File: config.mk
export PLATFORM = sky130hd
export DESIGN_NAME = icache_tag_array_flat
export DESIGN_NICKNAME = d
export VERILOG_FILES = /design/src/verilog/icache_pkg.sv /design/src/verilog/icache_array_if.sv /design/src/verilog/icache_ram.sv /design/src/verilog/icache_tag_array.sv /design/src/flat_wrapper.sv
export SDC_FILE = /design/constraint.sdc
export NUM_CORES = 2
export LEC_CHECK = 0
export BUFFER_PORTS_ARGS = -buffer_cell sky130_fd_sc_hd__buf_4
export CORE_MARGIN = 3
export CORE_UTILIZATION = 60
export DETAILED_ROUTE_END_ITERATION = 8
export GPL_TIMING_DRIVEN = 0
export PLACE_DENSITY = 0.79
export RECOVER_POWER = 25
export SYNTH_ARGS = -nofsm -noshare
export SYNTH_HDL_FRONTEND = slang
export SYNTH_HIERARCHICAL = 1
export SYNTH_SLANG_ARGS = --single-unit
File: constraint.sdc
create_clock -name clk -period 3.2 [get_ports clk]
set_input_delay 0.48 -clock clk [delete_from_list [all_inputs] [get_ports clk]]
set_output_delay 0.48 -clock clk [all_outputs]
set_load 0.005 [all_outputs]
File: src/verilog/icache_pkg.sv
package icache_pkg;

    // Fetch address layout: tag | index | offset
    localparam int addr_w = 32;                       // Core fetch address
    localparam int off_w  = 6;                        // Byte offset inside a 64 byte line
    localparam int idx_w  = 5;                        // Set index
    localparam int tag_w  = addr_w - idx_w - off_w;   // Remaining upper bits, 21

    // Cache geometry
    localparam int sets   = 1 << idx_w;               // 32 sets
    localparam int ways   = 2;                        // Two way set associative
    localparam int way_w  = 1;                        // Way number width

    // Line and word sizes
    localparam int line_w = 512;                      // Full line as returned by L2
    localparam int word_w = 32;                       // One instruction word
    localparam int sel_w  = 4;                        // Word select, offset bits 5:2

    // A whole cache line, word 0 in the low bits
    typedef logic [line_w-1:0] line_t;

    // Stored tag per way
    typedef logic [tag_w-1:0] tag_t;

endpackage

File: src/verilog/icache_array_if.sv
`timescale 1ns/1ps

interface icache_array_if;

    logic [icache_pkg::idx_w-1:0] index;         // Set being read or refilled
    icache_pkg::tag_t             tag;           // Tag to compare or store
    logic [icache_pkg::sel_w-1:0] word_sel;      // Word within the line
    logic                         rd_en;         // Lookup strobe
    logic                         refill;        // Line write strobe
    logic [icache_pkg::way_w-1:0] refill_way;    // Way chosen for the refill
    icache_pkg::line_t            refill_line;   // Line from L2
    logic                         hit;           // Valid the cycle after rd_en
    logic [icache_pkg::way_w-1:0] hit_way;       // Way that matched
    logic [icache_pkg::way_w-1:0] victim_way;    // Way to replace on a miss
    logic [icache_pkg::word_w-1:0] word;         // Selected instruction word

    modport ctrl (
        output index, tag, word_sel, rd_en, refill, refill_way, refill_line,
        input  hit, hit_way, victim_way, word
    );

    modport tag_side (
        input  index, tag, rd_en, refill, refill_way,
        output hit, hit_way, victim_way
    );

    modport data_side (
        input  index, word_sel, rd_en, refill, refill_way, refill_line, hit_way,
        output word
    );

endinterface

File: src/verilog/icache_ram.sv
`timescale 1ns/1ps

module icache_ram #(
    parameter int  depth     = 32,              // Number of entries
    parameter type payload_t = logic [31:0]     // Stored entry type
) (
    input  logic                     clk,
    input  logic                     we,        // Write strobe
    input  logic [$clog2(depth)-1:0] waddr,
    input  payload_t                 wdata,
    input  logic                     re,        // Read strobe
    input  logic [$clog2(depth)-1:0] raddr,
    output payload_t                 rdata      // Registered, one cycle after re
);

    payload_t mem [depth];                      // Storage, no reset on contents

    // One write port, one read port, same clock
    always_ff @(posedge clk) begin
        if (we) begin
            mem[waddr] <= wdata;                // Full entry write
        end
    end

    // Output register holds its value while re is low
    always_ff @(posedge clk) begin
        if (re) begin
            rdata <= mem[raddr];                // Old data on a same-address write
        end
    end

    // The read would return the stale entry, so the cache never does this
    a_no_rw_collision : assert property (
        @(posedge clk) !(we && re && (waddr == raddr))
    ) else $error("icache_ram: read and write to address %0d in one cycle", raddr);

endmodule

File: src/verilog/icache_tag_array.sv
`timescale 1ns/1ps

module icache_tag_array (
    input logic              clk,
    input logic              rst_n,
    icache_array_if.tag_side arr
);

    icache_pkg::tag_t             rd_tag [icache_pkg::ways];    // Per way RAM output
    icache_pkg::tag_t             tag_q;                        // Tag of the pending lookup
    logic [icache_pkg::idx_w-1:0] idx_q;                        // Index of the pending lookup
    logic                         rd_q;                         // Lookup result is due
    logic [icache_pkg::ways-1:0]  valid_q [icache_pkg::sets];   // Valid bit per way and set
    logic [icache_pkg::way_w-1:0] lru_q [icache_pkg::sets];     // Names the next victim
    logic [icache_pkg::ways-1:0]  match;                        // Per way tag match

    // One tag RAM per way, written only for the refilled way
    for (genvar w = 0; w < icache_pkg::ways; w++) begin : g_way
        icache_ram #(
            .depth     (icache_pkg::sets),
            .payload_t (icache_pkg::tag_t)
        ) tag_ram_i (
            .clk   (clk),
            .we    (arr.refill && (arr.refill_way == icache_pkg::way_w'(w))),
            .waddr (arr.index),
            .wdata (arr.tag),
            .re    (arr.rd_en),
            .raddr (arr.index),
            .rdata (rd_tag[w])
        );
    end

    // Lookup key follows the RAM read by one cycle
    always_ff @(posedge clk or negedge rst_n) begin
        if (!rst_n) begin
            rd_q <= 1'b0;
        end else begin
            rd_q <= arr.rd_en;
        end
    end

    always_ff @(posedge clk) begin
        if (arr.rd_en) begin
            tag_q <= arr.tag;                   // Payload only, no reset
            idx_q <= arr.index;
        end
    end

    // Compare registered tag against both RAM outputs
    always_comb begin
        for (int w = 0; w < icache_pkg::ways; w++) begin
            match[w] = valid_q[idx_q][w] && (rd_tag[w] == tag_q);
        end
    end

    assign arr.hit = rd_q && (|match);          // Only meaningful after rd_en

    always_comb begin
        arr.hit_way = '0;
        for (int w = 0; w < icache_pkg::ways; w++) begin
            if (match[w]) begin
                arr.hit_way = icache_pkg::way_w'(w);
            end
        end
    end

    // First invalid way wins, else follow the replacement bit
    always_comb begin
        arr.victim_way = lru_q[idx_q];
        for (int w = icache_pkg::ways - 1; w >= 0; w--) begin
            if (!valid_q[idx_q][w]) begin
                arr.victim_way = icache_pkg::way_w'(w);
            end
        end
    end

    // Valid and replacement state
    always_ff @(posedge clk or negedge rst_n) begin
        if (!rst_n) begin
            valid_q <= '{default: '0};
            lru_q   <= '{default: '0};
        end else if (arr.refill) begin
            valid_q[arr.index][arr.refill_way] <= 1'b1;
            lru_q[arr.index] <= ~arr.refill_way;    // Point away from the new line
        end else if (arr.hit) begin
            lru_q[idx_q] <= ~arr.hit_way;           // Point away from the used way
        end
    end

    // A line is never in two ways of one set
    a_single_hit : assert property (
        @(posedge clk) disable iff (!rst_n) rd_q |-> $onehot0(match)
    ) else $error("icache_tag_array: set %0d hits in more than one way", idx_q);

endmodule

File: src/flat_wrapper.sv
// flat-port wrapper written by rule: the top's interface ports become plain ports
module icache_tag_array_flat 
  (clk, rst_n, arr_index, arr_tag, arr_rd_en, arr_refill, arr_refill_way, arr_hit, arr_hit_way, arr_victim_way);
  icache_array_if arr_i ();
  input logic clk;
  input logic rst_n;
  input wire logic [$bits(arr_i.index)-1:0] arr_index;
  input wire logic [$bits(arr_i.tag)-1:0] arr_tag;
  input wire logic [$bits(arr_i.rd_en)-1:0] arr_rd_en;
  input wire logic [$bits(arr_i.refill)-1:0] arr_refill;
  input wire logic [$bits(arr_i.refill_way)-1:0] arr_refill_way;
  output wire logic [$bits(arr_i.hit)-1:0] arr_hit;
  output wire logic [$bits(arr_i.hit_way)-1:0] arr_hit_way;
  output wire logic [$bits(arr_i.victim_way)-1:0] arr_victim_way;
  assign arr_i.index = arr_index;
  assign arr_i.tag = arr_tag;
  assign arr_i.rd_en = arr_rd_en;
  assign arr_i.refill = arr_refill;
  assign arr_i.refill_way = arr_refill_way;
  assign arr_hit = arr_i.hit;
  assign arr_hit_way = arr_i.hit_way;
  assign arr_victim_way = arr_i.victim_way;
  icache_tag_array u_core (.clk(clk), .rst_n(rst_n), .arr(arr_i));
endmodule
==> flow_summary.yaml <==
outcome:
  status: "complete, but fails checks"
  violations: "max-capacitance violations, max-slew violations, negative setup slack"
route:
  drc: 0
  wl_um: 154000
  drtIter0Drc: 4857
  wl_met2_um: 73300
  wire_per_inst_um: 29.5
  wl_met1_um: 58100
  vias: 34800
  dr.pass1.iters: 6
  drt.antenna.violating_nets: 0
  highest-signal-layer: "met5"
  vias_per_cell: 6.67
  wl_met3_um: 16300
hold_path:
  holdPathEnd: "u_core/idx_q[0]$_DFFE_PP_"
  hold_path_class: "in -> reg"
  hold_start: "arr_index[0]"
  hold_depth: 1
global_route:
  grtUsageTotal_pct: 29.5
  grt_start_max_net_pins: 98
  grt_pass1_wl_um: 223000
  grt_pass1_vias: 33900
  overflow: 0
  antenna_found_initial: 7
setup_path:
  cp-end-kind: "output pin"
  rr_endpoint: "u_core/lru_q[8]$_DFFE_PN0P_"
  crit_path_start_kind: "flip-flop"
  path_max_fanout: 6
  r2r_cells: 12
  critPathKind: "reg -> out"
  required_ns: 2.72
  worstReg2RegStart: "u_core/idx_q[0]$_DFFE_PP_"
  arrival_ns: 2.84
  r2r_slack_ns: 0.23
cts:
  clockBufferDepth: 3
  clock-sinks: 1509
  numCtsBuffers: 144
  clk_pin_slew_ns: 0.06
  clock-root-buffer: "clkbuf_16"
  h-tree-depth: 4
  cts_tree: "built"
  clock_latency_ns: 0.76
power:
  swShare_pct: 22.3
  vdd_drop_max_uv: 596
  p_leak_uw: 0.0242
  p_int_uw: 31900
  clockPowerShare_pct: 38.3
  seq_power_share_pct: 54.4
  share_comb_of_total_power_pct: 7.2
  p_per_area_mw_per_mm2: 600
  p_switching_uw: 9150
floorplan:
  dieArea_mm2: 0.104
  core_area_mm2: 0.0990
  die_h_um: 323
  num_rows: 115
  dieWidth_um: 323
  initial_core_util_pct: 61.0
  ios: 34
logic_synthesis:
  yosys.area.top_type: "edfxtp_1"
  ys_ff_latch: 1509
  synth-edff-count: 1412
  synth_flop_cell: "edfxtp_1"
  synth_warnings: 6
  ys_seq_area_share_pct: 74.3
  avgSynthCellArea_um2: 17.0
  syn_area_mm2: 0.0603
  synth_top_area_share_pct: 70.3
  syn_nets: 3573
  ys_async_sr_fraction_pct: 6.43
  yosysUniqueCellTypes: 66
  synth.area.top_cells: "edfxtp_1 (70%), mux2i_1 (12%), dfrtp_1 (4.0%)"
  syn_inst: 3542
timing:
  maxSlewHeadroom_pct: -132
  grt_setup_unrepaired: "yes"
  tightest_slew_ns: 3.47
  worst_slack_ns: -0.121
  drv_slew: 1064
  fin_skew_ns: 0.0265
  max_freq_ghz: 0.301
  min_period_over_period_pct: 104
  setup_violations: 3
  min_period_ns: 3.32
  hold_ws_ns: 0.246
  hold_viol_final: 0
layout:
  final_layout_size_suffix_gt1_share_pct: 14.7
  final_common_cell: "edfxtp_1"
  fin_nets: 3848
  final_cell_area_mm2: 0.0684
  syn_to_final_growth_pct: 13.4
  fin_util_pct: 69.1
  final_cell_mix: "edfxtp_1 (1412), mux2i_1 (698), a22oi_1 (172)"
placed_design:
  dp_hpwl_um: 94100
  gp_congestion: 0.930
  place_area_mm2: 0.0635
  port_buffers: 33
run:
  maxCapViolCount: 16
[state kept, by name, indices dropped and copies added (netlist names)]
register                      count
u_core/rd_q                       1
u_core/g_way.tag_ram_i/rdata     42
u_core/valid_q                   64
u_core/idx_q                      5
u_core/g_way.tag_ram_i/mem     1344
u_core/tag_q                     21
u_core/lru_q                     32
[cells in the mapped netlist (11+ instances only)]
master	count
a211oi_1	14
a21o_1	33
a21oi_1	102
a221oi_1	17
a22o_1	88
a22oi_1	173
a31oi_1	47
buf_1	12
buf_2	37
buf_4	21
buf_6	47
clkbuf_1	71
dfrtp_1	97
edfxtp_1	1412
mux2i_1	703
nand2_1	109
nand2b_1	17
nand3_1	97
nand3b_1	14
nand4_1	49
nor2_1	122
nor2b_1	12
nor3_1	48
o22ai_1	18
or2_2	17
xnor2_1	11
xor2_1	31
[how the worst max path moves through the flow]
stage                                         start                                             end  slack (ns)  cells after the start
after floorplan                          arr_refill  u_core/g_way[1].tag_ram_i/mem[12][0]$_DFFE_PP_        0.27                      6
after global placement                   arr_refill  u_core/g_way[1].tag_ram_i/mem[28][9]$_DFFE_PP_       -1.02                      7
after detailed placement                 arr_refill  u_core/g_way[1].tag_ram_i/mem[28][6]$_DFFE_PP_       -0.28                      8
after CTS                 u_core/idx_q[0]$_DFFE_PP_                                  arr_victim_way       -0.15                      8
after global routing      u_core/idx_q[0]$_DFFE_PP_                                         arr_hit       -0.17                     11
final                     u_core/idx_q[0]$_DFFE_PP_                                         arr_hit       -0.12                     11
[cells by family (layout without fill, tap and decap cells)]
family                 Yosys count  after routing  synth area share (%)
AND/OR/NAND/NOR                537            537                  4.44
flip-flops                    1509           1509                  74.3
buffers and inverters          205            588                  2.26
XOR/XNOR                        42             42                 0.610
other                            0              4                     0
AO/OA/AOI/OAI                  537            537                  6.41
multiplexers                   712            712                  12.0
[power groups by stage]
stage,sequential [uW],combinational [uW],clock (uW)
finish,22300,2960,15700
global route,22400,3090,16700
CTS,22300,2860,15900
detailed placement,22700,2750,0
global placement,22700,2660,0
floorplan,22600,1600,0
[metrics by stage]
| stage | power [uW] | std cells | worst slack (ns) | TNS, ns |
|---|---|---|---|---|
| global route | 42100 | 5212 | -0.175 | -0.456 |
| detailed placement | 25400 | 4926 | -0.277 | -26.41 |
| CTS | 41100 | 5202 | -0.151 | -0.206 |
| floorplan | 24200 | 3542 | 0.274 | 0 |
| global placement | 25300 | 4862 | -1.02 | -933.90 |
| finish | 41000 | 5216 | -0.121 | -0.265 |
[cell type report]
| class | count | area (um2) |
|---|---|---|
| sequential | 1509 | 44800 |
| clock buffer | 191 | 3850 |
| antenna | 4 | 10.0 |
| inverter | 5 | 21.3 |
| buffer | 199 | 1430 |
| clock inverter | 63 | 457 |
| timing repair buffer | 130 | 1680 |
| tap | 1287 | 1610 |
| fill | 6011 | 30600 |
| multi-input combinational | 1828 | 14500 |
[metal layers]
metal	track usage, %	up-vias
met5	0	-
met4	11.4	4
met3	6.44	383
met2	47.0	2208
met1	40.5	17600
li1	-	14600
[what timing repair did]
| item | 4_1_cts | 5_1_grt |
|---|---|---|
| gates resized for setup | 60 | 18 |
| hold endpoints to repair | 3 | 52 |
| hold buffers | 1 | 1 |
| cloned | 0 | 0 |
| buffers inserted | 22 | 10 |
| setup endpoints to repair | 3 | 3 |
| pin swaps | 22 | 11 |
[worst max-delay path, stage by stage (launching register included)]
cell      delay (ns)
edfxtp_1        0.42
buf_4           0.18
buf_12          0.14
buf_12          0.14
mux2i_4         0.19
o22ai_2         0.19
nor3_2          0.08
o21ai_2         0.24
o21ai_4         0.10
buf_6           0.14
a21oi_4         0.15
buf_6           0.12
Power figures use the tool's default switching activity.
