`config.mk`:
```
export PLATFORM = sky130hd
export DESIGN_NAME = icache_ctrl_flat
export DESIGN_NICKNAME = d
export VERILOG_FILES = /design/src/verilog/icache_pkg.sv /design/src/verilog/icache_array_if.sv /design/src/verilog/icache_ctrl.sv /design/src/flat_wrapper.sv
export SDC_FILE = /design/constraint.sdc
export NUM_CORES = 1
export LEC_CHECK = 0
export BUFFER_PORTS_ARGS = -buffer_cell sky130_fd_sc_hd__buf_2
export CORE_AREA = 2 2 467 469
export DETAILED_ROUTE_END_ITERATION = 6
export DIE_AREA = 0 0 469 471
export PLACE_DENSITY = 0.3
export SLEW_MARGIN = 25
export SYNTH_ARGS = -nofsm -noshare
export SYNTH_HDL_FRONTEND = slang
export SYNTH_SLANG_ARGS = --single-unit
```
`constraint.sdc`:
```
create_clock -name clk -period 30.3 [get_ports clk]
set_input_delay 7.575 -clock clk [delete_from_list [all_inputs] [get_ports clk]]
set_output_delay 7.575 -clock clk [all_outputs]
set_load 0.02 [all_outputs]
```
`src/verilog/icache_pkg.sv`:
```
package icache_pkg;

    // Fetch address layout: tag | index | offset
    localparam int addr_w = 32;                       // Core fetch address
    localparam int off_w  = 6;                        // Byte offset inside a 64 byte line
    localparam int idx_w  = 5;                        // Set index
    localparam int tag_w  = addr_w - idx_w - off_w;   // Remaining upper bits, 21

    // Cache geometry
    localparam int sets   = 1 << idx_w;               // 32 sets
    localparam int ways   = 2;                        // Two way set associative
    localparam int way_w  = 1;                        // Way number width

    // Line and word sizes
    localparam int line_w = 512;                      // Full line as returned by L2
    localparam int word_w = 32;                       // One instruction word
    localparam int sel_w  = 4;                        // Word select, offset bits 5:2

    // A whole cache line, word 0 in the low bits
    typedef logic [line_w-1:0] line_t;

    // Stored tag per way
    typedef logic [tag_w-1:0] tag_t;

endpackage

```
`src/verilog/icache_array_if.sv`:
```
`timescale 1ns/1ps

interface icache_array_if;

    logic [icache_pkg::idx_w-1:0] index;         // Set being read or refilled
    icache_pkg::tag_t             tag;           // Tag to compare or store
    logic [icache_pkg::sel_w-1:0] word_sel;      // Word within the line
    logic                         rd_en;         // Lookup strobe
    logic                         refill;        // Line write strobe
    logic [icache_pkg::way_w-1:0] refill_way;    // Way chosen for the refill
    icache_pkg::line_t            refill_line;   // Line from L2
    logic                         hit;           // Valid the cycle after rd_en
    logic [icache_pkg::way_w-1:0] hit_way;       // Way that matched
    logic [icache_pkg::way_w-1:0] victim_way;    // Way to replace on a miss
    logic [icache_pkg::word_w-1:0] word;         // Selected instruction word

    modport ctrl (
        output index, tag, word_sel, rd_en, refill, refill_way, refill_line,
        input  hit, hit_way, victim_way, word
    );

    modport tag_side (
        input  index, tag, rd_en, refill, refill_way,
        output hit, hit_way, victim_way
    );

    modport data_side (
        input  index, word_sel, rd_en, refill, refill_way, refill_line, hit_way,
        output word
    );

endinterface

```
`src/verilog/icache_ctrl.sv`:
```
`timescale 1ns/1ps

module icache_ctrl (
    input  logic                          clk,
    input  logic                          rst_n,
    input  logic                          fetch,        // One cycle fetch strobe
    input  logic [icache_pkg::addr_w-1:0] fetch_addr,
    input  logic                          l2_valid,     // Line return strobe
    input  icache_pkg::line_t             l2_line,
    output logic                          busy,         // Core must hold off fetch
    output logic                          rsp_valid,
    output logic [icache_pkg::word_w-1:0] rsp_word,
    output logic                          l2_req,       // Line request strobe
    output logic [icache_pkg::addr_w-1:0] l2_addr,      // Line aligned
    icache_array_if.ctrl                  arr
);

    typedef enum logic [2:0] {
        st_idle,
        st_lookup,                               // Array result visible
        st_miss_wait,                            // Waiting for L2
        st_refill,                               // Writing the line
        st_reread                                // Lookup again after refill
    } state_t;

    state_t                        state_q;
    logic [icache_pkg::addr_w-1:0] addr_q;       // Address of the fetch in flight
    logic [icache_pkg::addr_w-1:0] cur_addr;     // Address seen by the arrays
    icache_pkg::line_t             line_q;       // Line captured from L2
    logic [icache_pkg::way_w-1:0]  way_q;        // Victim fixed at miss time
    logic                          rsp_valid_q;
    logic [icache_pkg::word_w-1:0] rsp_word_q;
    logic                          l2_req_q;

    // In idle the lookup starts straight from the port
    assign cur_addr = (state_q == st_idle) ? fetch_addr : addr_q;

    assign arr.tag      = cur_addr[icache_pkg::addr_w-1 -: icache_pkg::tag_w];
    assign arr.index    = cur_addr[icache_pkg::off_w +: icache_pkg::idx_w];
    assign arr.word_sel = cur_addr[icache_pkg::off_w-1 -: icache_pkg::sel_w];  // Bits 5:2

    assign arr.rd_en       = ((state_q == st_idle) && fetch) || (state_q == st_reread);
    assign arr.refill      = (state_q == st_refill);
    assign arr.refill_way  = way_q;
    assign arr.refill_line = line_q;

    assign busy      = (state_q != st_idle) || rsp_valid_q;  // Covers the response cycle
    assign rsp_valid = rsp_valid_q;
    assign rsp_word  = rsp_word_q;
    assign l2_req    = l2_req_q;
    assign l2_addr   = {addr_q[icache_pkg::addr_w-1:icache_pkg::off_w], {icache_pkg::off_w{1'b0}}};

    // Control state
    always_ff @(posedge clk or negedge rst_n) begin
        if (!rst_n) begin
            state_q     <= st_idle;
            rsp_valid_q <= 1'b0;
            l2_req_q    <= 1'b0;
        end else begin
            rsp_valid_q <= 1'b0;                 // Strobes default low
            l2_req_q    <= 1'b0;
            case (state_q)
                st_idle: begin
                    if (fetch) begin
                        state_q <= st_lookup;
                    end
                end
                st_lookup: begin
                    if (arr.hit) begin
                        rsp_valid_q <= 1'b1;     // 2 cycles after rd_en
                        state_q     <= st_idle;
                    end else begin
                        l2_req_q <= 1'b1;        // 2 cycles after fetch
                        state_q  <= st_miss_wait;
                    end
                end
                st_miss_wait: begin
                    if (l2_valid) begin
                        state_q <= st_refill;
                    end
                end
                st_refill: state_q <= st_reread;
                st_reread: state_q <= st_lookup; // Refilled line now hits
                default:   state_q <= st_idle;
            endcase
        end
    end

    // Payload registers
    always_ff @(posedge clk) begin
        if ((state_q == st_idle) && fetch) begin
            addr_q <= fetch_addr;
        end
        if ((state_q == st_lookup) && !arr.hit) begin
            way_q <= arr.victim_way;             // Replacement choice at miss
        end
        if ((state_q == st_miss_wait) && l2_valid) begin
            line_q <= l2_line;
        end
        if ((state_q == st_lookup) && arr.hit) begin
            rsp_word_q <= arr.word;
        end
    end

    // No back-pressure, so a fetch while busy is lost
    a_no_fetch_busy : assert property (
        @(posedge clk) disable iff (!rst_n) fetch |-> !busy
    ) else $error("icache_ctrl: fetch while busy");

    // Only one miss outstanding
    a_l2_valid_expected : assert property (
        @(posedge clk) disable iff (!rst_n) l2_valid |-> (state_q == st_miss_wait)
    ) else $error("icache_ctrl: l2_valid without an outstanding request");

    // Every response closes a lookup started two cycles earlier
    a_rsp_after_lookup : assert property (
        @(posedge clk) disable iff (!rst_n) rsp_valid |-> $past(arr.rd_en, 2)
    ) else $error("icache_ctrl: rsp_valid without a preceding lookup");

endmodule

```
`src/flat_wrapper.sv`:
```
// flat-port wrapper written by rule: the top's interface ports become plain ports
module icache_ctrl_flat 
  (clk, rst_n, fetch, fetch_addr, l2_valid, l2_line, busy, rsp_valid, rsp_word, l2_req, l2_addr, arr_index, arr_tag, arr_word_sel, arr_rd_en, arr_refill, arr_refill_way, arr_refill_line, arr_hit, arr_hit_way, arr_victim_way, arr_word);
  icache_array_if arr_i ();
  input  logic clk;
  input  logic rst_n;
  input  logic fetch;
  input  logic [icache_pkg::addr_w-1:0] fetch_addr;
  input  logic l2_valid;
  input  icache_pkg::line_t l2_line;
  output logic busy;
  output logic rsp_valid;
  output logic [icache_pkg::word_w-1:0] rsp_word;
  output logic l2_req;
  output logic [icache_pkg::addr_w-1:0] l2_addr;
  output wire logic [$bits(arr_i.index)-1:0] arr_index;
  output wire logic [$bits(arr_i.tag)-1:0] arr_tag;
  output wire logic [$bits(arr_i.word_sel)-1:0] arr_word_sel;
  output wire logic [$bits(arr_i.rd_en)-1:0] arr_rd_en;
  output wire logic [$bits(arr_i.refill)-1:0] arr_refill;
  output wire logic [$bits(arr_i.refill_way)-1:0] arr_refill_way;
  output wire logic [$bits(arr_i.refill_line)-1:0] arr_refill_line;
  input wire logic [$bits(arr_i.hit)-1:0] arr_hit;
  input wire logic [$bits(arr_i.hit_way)-1:0] arr_hit_way;
  input wire logic [$bits(arr_i.victim_way)-1:0] arr_victim_way;
  input wire logic [$bits(arr_i.word)-1:0] arr_word;
  assign arr_index = arr_i.index;
  assign arr_tag = arr_i.tag;
  assign arr_word_sel = arr_i.word_sel;
  assign arr_rd_en = arr_i.rd_en;
  assign arr_refill = arr_i.refill;
  assign arr_refill_way = arr_i.refill_way;
  assign arr_refill_line = arr_i.refill_line;
  assign arr_i.hit = arr_hit;
  assign arr_i.hit_way = arr_hit_way;
  assign arr_i.victim_way = arr_victim_way;
  assign arr_i.word = arr_word;
  icache_ctrl u_core (.clk(clk), .rst_n(rst_n), .fetch(fetch), .fetch_addr(fetch_addr), .l2_valid(l2_valid), .l2_line(l2_line), .busy(busy), .rsp_valid(rsp_valid), .rsp_word(rsp_word), .l2_req(l2_req), .l2_addr(l2_addr), .arr(arr_i));
endmodule
```
==> run summary, run 1 <==
The worst hold path terminates at u_core.state_q[0]$_DFFE_PN0P_. The share of the yosys chip area belonging to registers came out at 95.90%. The cell sitting at the root of the clock tree is a clkbuf_16. The number of buffers on the longest clock path is 3.

For the worst setup path, the data arrival time is 8.19 ns. In the routed layout, each cell is associated on average with a via count of 2.603. The category of the worst setup path capture point is a primary output. The floorplan step set the die height to 471 um.

The maximum number of pins on one net before global-route repair is 129. The utilization of the core after routing came out at between 10 and 15%. The compound-gate portion of the synthesized area came out at 0.06899%. The flow ran to the end, and the final reports show no timing, DRC or antenna violations. The number of post-CTS setup repair buffers came out at 0.

The number of nets in the final layout came out at around 2,500. Along the worst hold path, the cell count comes to 1. After Yosys synthesis, full adders, half adders and majority gates account for 0% of the synthesized area. The floorplan has approximately 170 rows. In the layout the commonest cells are buf_2 (1,185), edfxtp_1 (575), clkbuf_16 (83). The number of filler cells placed in the layout is between 20,000 and 25,000. After synthesis, the netlist uses 19 different library cells. In this run, placement finished with an instance count of 4,681. The hold buffer count at CTS came out at 0.

The share of cells above drive strength 1 came out at 68.46%. In this run the worst path has a maximum fanout of 2. The synthesized design contains between 500 and 600 register bits. Summed over all instances, the cell type with the most area after synthesis is edfxtp_1.

In this design, the stage delay of the slowest critical-path cell is 0.32 ns. The part of the cycle the worst path needs is 52.02%. The synthesized-area fraction occupied by xor and xnor cells is 0%. In the post-synthesis netlist, the biggest area contributors are edfxtp_1 (95%), mux2_2 (1.7%), buf_4 (1.4%), dfrtp_1 (0.69%), buf_6 (0.19%). The final instance count without filler cells is 4,854.

The multiplexer share of the synthesized area came out at 1.863%. Max-cap violations in this run came to 0. The final setup violation count came out at 0. The endpoint identified for the worst register-to-register timing path is u_core.arr.refill_line[431]$_DFFE_PP_. The die covers around 220,000 um2.

The largest family of logic cells by synthesized area is multiplexers. The remaining global-route overflow came out at 0. The post-detailed-placement half-perimeter wirelength came out at 101,200 um. For this run, the total global-route usage over all layers was measured as 10.43%.

Clock-pin slew was measured on the worst setup and hold paths at ~0.050 ns. The shortest clock period the worst path allows after layout came out at 15.76 ns. After the first detailed-routing iteration, the DRC count stood at 639.

In this run the critical register-to-register path is launched from u_core.state_q[2]$_DFFE_PN0P_. Setup repair after global routing left no endpoint under its margin. The H-tree generated during clock tree synthesis spans 3 levels. The first global-routing pass estimated 145,900 um of wire. In this run the worst hold path is classified as reg2reg. The sum of buffers and inverters on the critical path is 2.

The total negative slack is 0 ns. The area share of the largest cell type after synthesis is 95.21%. The summed instance area of the synthesized netlist came out at 18,140 um2. The analysis attributes to cell leakage a power of 11.49 nW. The area growth from synthesis to layout came out at 66.40%. The first-pass iteration count of the detailed router is 4. The count of instances resized after the clock tree is built is 0.

The worst-case register-to-register setup slack is ~27 ns. The overall power is 2.481 mW. In this run the remaining antenna-violating nets after routing total 0.

The area of the placeable core came out at about 220,000 um2. The final number of hold-violating endpoints came out at 0. The routed wire length came out at roughly 120,000 um. The post-synthesis area per instance came out at 27.31 um2. The worst setup path is launched from an input pin. The required time at the worst-slack endpoint is 22.73 ns. The critical path class is in2out. The via count of the first global-routing pass came out at 13,080. The total of warnings raised by yosys came out at 0. The total number of vias came out at 12,640. Among cell families on the critical path, the largest total delay comes from multiplexers. The share of synthesized cell area in and, or, nand and nor gates came out at 0.5726%. The routability congestion estimate from global placement came out at 0.8340. Leaving out fill and tap cells, the most frequent cell in the layout is buf_2. Power spread over the standard cell area amounts to 82.22 nW/um2. The cell depth of the worst flop-to-flop path is 5. Synthesis handed over a netlist of 664 instances. For the final database, setup skew stands at 0.02220 ns.

The number of pins exceeding their max-slew limit in the final report is 0. The maximum achievable frequency is 63.45 MHz. The clock latency on the worst-skew pair came out at 0.68 ns. The CTS buffer count came out at 81. The number of antenna violations at the first check in global routing came out at 157. The horizontal extent of the die came out at 469 um. The initial core utilization came out at 8.393%. The headroom to the max-slew limit is 37.04%. At the pin with the least slew margin, the transition time is 0.9444 ns. The mean routed wirelength per cell is 24.72 um. The total clock sinks came out at 580. The largest voltage drop on the vdd net is around 0.042 mV. The launch instance of the worst min-delay path is u_core.state_q[0]$_DFFE_PN0P_. TritonCTS built the clock tree. The number of ports placed on the die boundary is 1,195. Walking the worst path, the cells encountered are buf_2, mux2_2, buf_2. The cell with the largest stage delay on the worst path is mux2_2. During placement, the flow inserted port buffers numbering between 1,000 and 1,500. The most numerous cell type found on the critical path is buf_2.

For this run, design rule violations remaining after detail routing come to 0.
## cells by family after synthesis
group	Yosys count
flops	580
buf+inv	37
mux	30
simple gates	14
compound gates	2
other cells	1
## synthesized netlist by cell type
master,instances
a211oi_1,1
conb_1,1
nor2_1,2
nor4b_1,1
dfrtp_1,5
mux2_2,28
and3b_1,2
nor3_1,2
nor4bb_1,1
nand2b_1,3
a21oi_1,1
buf_6,3
nor3_4,1
and2_1,1
edfxtp_1,575
mux2_1,2
clkbuf_2,1
or3b_2,1
buf_4,33
## how the worst max path moves through the flow
stage                         from                                  end  slack [ns]  depth (start not counted)
floorplan                 l2_valid  u_core.arr.refill_line[0]$_DFFE_PP_        0.07                          2
global placement    fetch_addr[17]                           arr_tag[6]       14.55                          3
detailed placement  fetch_addr[17]                           arr_tag[6]       14.56                          3
CTS                 fetch_addr[17]                           arr_tag[6]       14.55                          3
global route        fetch_addr[17]                           arr_tag[6]       14.54                          3
finish              fetch_addr[17]                           arr_tag[6]       14.54                          3
## state kept, by name, indices dropped and copies added (netlist names)
signal	flops
u_core.state_q	3
u_core.arr.refill_line	512
u_core.rsp_valid	1
u_core.l2_req	1
u_core.addr_q	30
u_core.rsp_word	32
u_core.arr.refill_way	1
## metal layers
layer | part of all wire [%] | track usage (%)
met3 | 15 | 6.930
met4 | 2.9 | 2.669
met1 | 34 | 10.55
met5 | 0.58 | 0
met2 | 47 | 17.51
## cell type report
class | count | area, um2 | area share [%]
repair buffers | 1195 | 6031 | 19.98
diodes | 28 | 70.07 | 0.2322
multi-input cells | 52 | 499.2 | 1.654
clock buffers | 90 | 2103 | 6.969
clock inverters | 55 | 513.0 | 1.700
flip-flops and latches | 580 | 17390 | 57.63
well taps | 2854 | 3571 | 11.83
## where the power goes
| part | total [mW] | internal (mW) | switching [mW] | leakage [nW] |
|---|---|---|---|---|
| registers | 1.05 | 1.02 | 0.0376 | 5.31 |
| logic | 0.462 | 0.129 | 0.333 | 4.91 |
| clock network | 0.966 | 0.568 | 0.398 | 1.28 |
## stage by stage
stage	setup slack, ns	area, um2	hold slack, ns
4_1_cts	14.55	30110	0.6425
2_1_floorplan	0.06623	18150	0.5496
3_3_place_gp	14.55	27490	0.6324
5_1_grt	14.54	30130	0.6857
6_report	14.54	30180	0.6342
3_5_place_dp	14.56	27490	0.6364
No activity file was read; power rests on OpenSTA's default activity.
==> run 2: changes to the inputs <==
- clock period: 30.3 -> 14.53 ns (I/O delays scaled with it)
==> run summary, run 2 (same netlist as run 1, synthesis figures left out) <==
The max-cap check violation count is 0 (unchanged). The total number of vias came to 12,440 (was 12,640). The share of cells above drive strength 1 came out at 68.13% (was 68.46%). The largest voltage drop on the vdd net is 0.08586 mV (was 0.04233 mV). The commonest non-fill, non-tap cell in the layout is buf_2 (unchanged). The clock share of power is 37.9% (was 38.9%). The final number of hold-violating endpoints came out at 0 (unchanged). The longest individual stage delay on the worst path is 0.31 ns (was 0.32 ns). The number of ports placed on the die boundary is 1,195 (unchanged). The area of the placeable core came out at 216,100 um2 (unchanged). The overall global routing resource usage is 9.858% (was 10.43%). Result of the run: completed (unchanged). The count of instances resized after the clock tree is built is 0 (unchanged).

The slew at the pin closest to its max-slew limit was 0.9012 ns (was 0.9444 ns). The total internal power was 3.499 mW (was 1.712 mW). The via count of the first global-routing pass is 12,800 (was 13,080). The critical path class is in2out (unchanged). The mean routed wirelength per cell came out at 23.63 um (was 24.72 um). The maximum number of pins on one net before global-route repair came out at 109 (was 129).

The CTS buffer count is 78 (was 81). The maximum level of the CTS H-tree was 3 (unchanged). Commonest non-fill, non-tap cells in the layout: buf_2 (1,185), edfxtp_1 (575), clkbuf_16 (78) (was buf_2 (1,185), edfxtp_1 (575), clkbuf_16 (83)). The TritonCTS clock tree is built (unchanged).

The final worst hold slack came out at 0.6357 ns (was 0.6342 ns). The number of gates on the worst path with buffers counted came out at 3 (unchanged). The routed wire length is 114,300 um (was 120,000 um). The power per cell area is 169.8 nW/um2 (was 82.22 nW/um2). The highest metal layer with signal wires is met5 (unchanged). The first-pass iteration count of the detailed router is 4 (unchanged). The maximum fanout count along the critical path is 2 (unchanged). The number of nets in the final layout was 2,491 (was 2,493). The global-route wire length before repair came out at 138,500 um (was 145,900 um).

The total negative slack came to 0 ns (unchanged). The number of pins exceeding their max-slew limit in the final report is 0 (unchanged). The leakage dissipation came to 11.42 nW (was 11.49 nW).

The required time at the worst-slack endpoint is 10.90 ns (was 22.73 ns). The register share of total power came to 43.2% (was 42.5%). The floorplan die area came out at 220,900 um2 (unchanged). The flip-flop count of the largest register, all copies and words added came out at 512 (unchanged).

The sum of buffers and inverters on the critical path was 2 (unchanged). The met2 wire length is 53,150 um (was 56,330 um). The hold buffer count at CTS is 0 (unchanged). The number of instances on the worst hold path is 1 (unchanged). The power spent charging and discharging nets came to 1.598 mW (was 0.7689 mW). The clock root buffer master is clkbuf_16 (unchanged). The largest delay contributor family on the critical path is multiplexers (unchanged).

In the finished design, the share of the clock period the worst path needs comes to 54.14%. The remaining number of nets flagged by the antenna check after routing came out at 0 (unchanged). The most frequent cell on the critical path is buf_2 (unchanged). The number of vias per cell after detailed routing is 2.572 (was 2.603). The post-detailed-placement half-perimeter wirelength was 95,870 um (was 101,200 um). The cell with the largest stage delay on the worst path is mux2_2 (unchanged). The routability congestion estimate from global placement was 0.8629 (was 0.8340).

Cell-by-cell trace of the critical path: buf_2, mux2_2, buf_2 (unchanged). The clock input transition at the sequential cells of the worst setup and hold paths was 0.05 ns (about the same). Unrepaired setup endpoints after global routing: no (unchanged). The relative contribution of combinational cells to total power is 18.9% (was 18.6%). The arrival time at the worst endpoint is 4.23 ns (was 8.19 ns). The number of rows in the core area is 171 (unchanged). The remaining design rule violation count is 0 (unchanged). The horizontal extent of the die came to 469 um (unchanged). The startpoint kind of the worst setup timing path was an input pin (unchanged). The number of buffers on the longest clock path is 3 (unchanged). Counting I/O delays and the setup requirement, the final critical path takes 7.867 ns.

The total met3 wirelength after detailed routing is 17,770 um (was 18,190 um). The headroom to the max-slew limit is 39.92% (was 37.04%). The cell depth of the worst flop-to-flop path came out at 5 (unchanged). The class of the most critical hold timing path is reg2reg (unchanged). The utilization of the core after routing came to 13.89% (was 13.97%). The final setup skew is 0.03009 ns (was 0.02220 ns). The initial core utilization came out at 8.393% (unchanged).

Static timing analysis puts the maximum clock frequency at 127.1 MHz. The number of post-CTS setup repair buffers came out at 0 (unchanged). The number of antenna violations at the first check in global routing came out at 112 (was 157). The wire length on met1 came out at 39,340 um (was 41,280 um). The number of I/O port buffers is 1,185 (unchanged).

The area growth from synthesis to layout came out at 65.54% (was 66.40%). The DRC violation total after the first TritonRoute iteration was 737 (was 639). The remaining global-route overflow is 0 (unchanged). The final setup violation count came out at 0 (unchanged). The category of the worst setup path capture point was a primary output (unchanged). The total clock sinks came out at 580 (unchanged). The clock latency on the worst-skew pair came out at 0.70 ns (was 0.68 ns). The die boundary height is 471 um (unchanged). The switching share of power came out at 31.35% (was 30.99%).
[run 2: changes by cell type in the layout (fill, tap and decap cells not counted), sizes merged]
| cell | before | now |
|---|---|---|
| diode | 28 | 20 |
| clkinv | 34 | 31 |
| clkinvlp | 6 | 4 |
| inv | 7 | 5 |
| buf | 1195 | 1196 |
| bufinv | 8 | 7 |
| clkbuf | 90 | 89 |
[run 2: power by group through the flow]
stage                     Sequential, mW  Combinational (mW)  Clock [mW]
after floorplan                     2.49               0.292           0
after global placement              2.24                1.01           0
after detailed placement            2.24               0.997           0
after CTS                           2.21               0.998        2.05
after global routing                2.22                1.02        2.08
final                               2.20               0.962        1.93
[run 2: path summary, 6_finish.rpt]
kind	end	start	slack [ns]
min in group asynchronous	u_core.l2_req$_DFF_PN0_	rst_n	2.78
max in group asynchronous	u_core.rsp_valid$_DFF_PN0_	rst_n	11.60
min reg2reg	u_core.state_q[0]$_DFFE_PN0P_	u_core.state_q[0]$_DFFE_PN0P_	0.64
min	u_core.state_q[0]$_DFFE_PN0P_	u_core.state_q[0]$_DFFE_PN0P_	0.64
max reg2reg	u_core.arr.refill_line[316]$_DFFE_PP_	u_core.state_q[2]$_DFFE_PN0P_	10.62
max	arr_tag[16]	fetch_addr[27]	6.66
[run 2: worst reg2reg max path: stages, from the launching register on]
cell      delay (ns)
dfrtp_1         0.51
nand2b_1        0.27
nor2_4          0.36
buf_4           0.73
buf_4           0.80
buf_4           0.80
[run 2: metrics by stage]
step	area, um2	std cells	worst slack, ns	power (mW)
finish	30020	4838	6.663	5.097
global placement	27490	4682	6.675	3.245
global route	29980	4821	6.670	5.334
detailed placement	27490	4682	6.673	3.237
CTS	29970	4818	6.672	5.262
floorplan	18160	669	2.770	2.781
[run 2: layer usage]
| metal | up-vias | GRT usage (%) |
|---|---|---|
| met1 | 5954 | 10.12 |
| li1 | 5178 | - |
| met4 | 84 | 2.923 |
| met2 | 964 | 16.33 |
| met5 | - | 0 |
| met3 | 263 | 6.360 |
[run 2: cell type report]
class                           instances  area [um2]
Sequential cell                       580       17390
Clock buffer                           89        1993
Tap cell                             2854        3571
Antenna cell                           20       50.05
Multi-Input combinational cell         52       499.2
Fill cell                           24350      186100
Clock inverter                         47       491.7
Timing Repair Buffer                 1196        6026
==> run 3: changes to the inputs <==
- clock period: 14.53 -> 8 ns (I/O delays scaled with it)
==> run summary, run 3 (same netlist as run 1, synthesis figures left out) <==
The number of I/O port buffers is 1,185 (unchanged). The startpoint kind of the worst setup timing path is an input pin (unchanged). The final number of hold-violating endpoints is 0 (unchanged). The required time at the worst-slack endpoint came out at 6.00 ns (was 10.90 ns). The largest delay contributor family on the critical path was multiplexers (unchanged). The number of ports placed on the die boundary is 1,195 (unchanged).

The sum of buffers and inverters on the critical path came out at 2 (unchanged). The TritonCTS clock tree is built (unchanged). The final instance count without filler cells came out at 4,855 (was 4,838). The standard cell area after detailed placement came out at 27,520 um2 (was 27,490 um2). The final setup skew is 0.01940 ns (was 0.03009 ns). Commonest non-fill, non-tap cells in the layout: buf_2 (1,185), edfxtp_1 (575), clkbuf_16 (82) (was buf_2 (1,185), edfxtp_1 (575), clkbuf_16 (78)). The flip-flop count of the largest register, all copies and words added came out at 512 (unchanged).

The slew at the pin closest to its max-slew limit is 1.046 ns (was 0.9012 ns). The routed wire length came out at 115,600 um (was 114,300 um). The total clock sinks came out at 580 (unchanged). The number of vias per cell after detailed routing came out at 2.544 (was 2.572). The maximum fanout count along the critical path is 2 (unchanged). The DRC violation total after the first TritonRoute iteration is 545 (was 737). The category of the worst setup path capture point was a primary output (unchanged). The number of pins exceeding their max-slew limit in the final report is 0 (unchanged). The clock root buffer master is clkbuf_16 (unchanged). The remaining global-route overflow came out at 0 (unchanged).

The count of instances resized after the clock tree is built came out at 0 (unchanged). The arrival time at the worst endpoint came out at 2.66 ns (was 4.23 ns). The routability congestion estimate from global placement is 0.8097 (was 0.8629). Unrepaired setup endpoints after global routing: no (unchanged). The floorplan die area is 220,900 um2 (unchanged). The area of the placeable core came out at 216,100 um2 (unchanged).

The post-detailed-placement half-perimeter wirelength came out at 96,630 um (was 95,870 um). The max-cap check violation count is 0 (unchanged). The area growth from synthesis to layout came out at 66.35% (was 65.54%).

The share of cells above drive strength 1 came out at 68.22% (was 68.13%). Cell-by-cell trace of the critical path: buf_2, mux2_1, buf_2 (was buf_2, mux2_2, buf_2). The via count of the first global-routing pass came out at 12,840 (was 12,800). The number of buffers on the longest clock path is 3 (unchanged). For this run, the top clock speed supported by timing is 214.5 MHz. The remaining design rule violation count is 0 (unchanged). The longest individual stage delay on the worst path came out at 0.36 ns (was 0.31 ns). The overall global routing resource usage is 9.999% (was 9.858%).

The leakage dissipation came out at 11.45 nW (was 11.42 nW). The number of antenna violations at the first check in global routing came out at 132 (was 112). The mean routed wirelength per cell came out at 23.81 um (was 23.63 um).

The clock input transition at the sequential cells of the worst setup and hold paths came out at 0.06 ns (was 0.05 ns). The number of nets in the final layout came to 2,492 (was 2,491). The cell with the largest stage delay on the worst path was mux2_1 (was mux2_2).

The total number of vias came out at 12,350 (was 12,440). The shortest clock period the worst path allows after layout is 4.662 ns. The power per cell area is 309.7 nW/um2 (was 169.8 nW/um2).

The largest voltage drop on the vdd net is 0.1557 mV (was 0.08586 mV). The CTS buffer count is 81 (was 78). The maximum number of pins on one net before global-route repair was 144 (was 109). Result of the run: completed (unchanged). The maximum level of the CTS H-tree came out at 3 (unchanged). The critical path class is in2out (unchanged).

The commonest non-fill, non-tap cell in the layout is buf_2 (unchanged). The number of placed instances with taps included is 4,680 (was 4,682). The initial core utilization came out at 8.393% (unchanged). The number of rows in the core area is 171 (unchanged). The final setup violation count is 0 (unchanged). The first-pass iteration count of the detailed router came out at 4 (unchanged).

The class of the most critical hold timing path is reg2reg (unchanged). The die boundary height is 471 um (unchanged). The overall power is 9.345 mW (was 5.097 mW). The part of the cycle the worst path needs came out at between 50% and 60%. The horizontal extent of the die came out at 469 um (unchanged). The clock latency on the worst-skew pair came out at 0.70 ns (about the same). The global-route wire length before repair came out at 140,600 um (was 138,500 um). The most frequent cell on the critical path is buf_2 (unchanged). The cell area after layout is 30,170 um2 (was 30,020 um2).

The headroom to the max-slew limit came out at 30.29% (was 39.92%). The final worst hold slack came out at 0.6516 ns (was 0.6357 ns). The remaining number of nets flagged by the antenna check after routing is 0 (unchanged).

The number of post-CTS setup repair buffers is 0 (unchanged). The hold buffer count at CTS is 0 (unchanged).
-- run 3: cell count changes in the layout (fill, tap and decap cells not counted), moves of 2 or more --
cell        change
diode_2         +8
inv_16          +4
clkinvlp_4      +6
clkbuf_1        +5
clkinv_4        -4
clkinv_1        -3
buf_4           -5
clkbuf_16       +4
buf_12          +3
bufinv_16       -3
inv_6           -2
clkinv_8        -2
clkinv_2        +5
-- run 3: area by class of cell --
| cell class | instances | area (um2) |
|---|---|---|
| diodes | 28 | 70.07 |
| clock buffers | 99 | 2126 |
| fillers | 24270 | 185900 |
| well taps | 2854 | 3571 |
| multi-input cells | 52 | 506.7 |
| flip-flops and latches | 580 | 17390 |
| repair buffers | 1194 | 6048 |
| clock inverters | 48 | 455.4 |
-- run 3: report_power, final --
part / switching [mW] / total [mW] / internal [mW]
Sequential: 0.142 / 3.99 / 3.85
Combinational: 1.26 / 1.75 / 0.492
Clock: 1.56 / 3.61 / 2.04
Total: 2.96 / 9.34 / 6.39
-- run 3: worst paths after layout --
| check | startpoint | end | slack (ns) | cells past startpoint |
|---|---|---|---|---|
| worst min-delay path | u_core.state_q[0]$_DFFE_PN0P_ | u_core.state_q[0]$_DFFE_PN0P_ | 0.65 | 1 |
| worst max register to register | u_core.state_q[1]$_DFFE_PN0P_ | u_core.arr.refill_line[67]$_DFFE_PP_ | 5.27 | 3 |
| min in group asynchronous | rst_n | u_core.state_q[1]$_DFFE_PN0P_ | 1.11 | 1 |
| worst max-delay path | fetch_addr[31] | arr_tag[20] | 3.34 | 3 |
| max in group asynchronous | rst_n | u_core.l2_req$_DFF_PN0_ | 6.75 | 1 |
| worst min register to register | u_core.state_q[0]$_DFFE_PN0P_ | u_core.state_q[0]$_DFFE_PN0P_ | 0.65 | 1 |
-- run 3: stage by stage --
stage	TNS (ns)	utilization, %	setup slack (ns)
6_report	0	13.96	3.338
5_1_grt	0	13.94	3.293
4_1_cts	0	13.93	3.326
3_5_place_dp	0	12.73	3.340
3_3_place_gp	0	12.73	3.333
2_1_floorplan	-1034.64	-	-2.021
-- run 3: per-layer routing --
metal	track usage, %	share of wire, %
met1	9.749	33
met2	17.24	49
met3	6.442	16
met4	2.870	2.4
met5	0	0.48
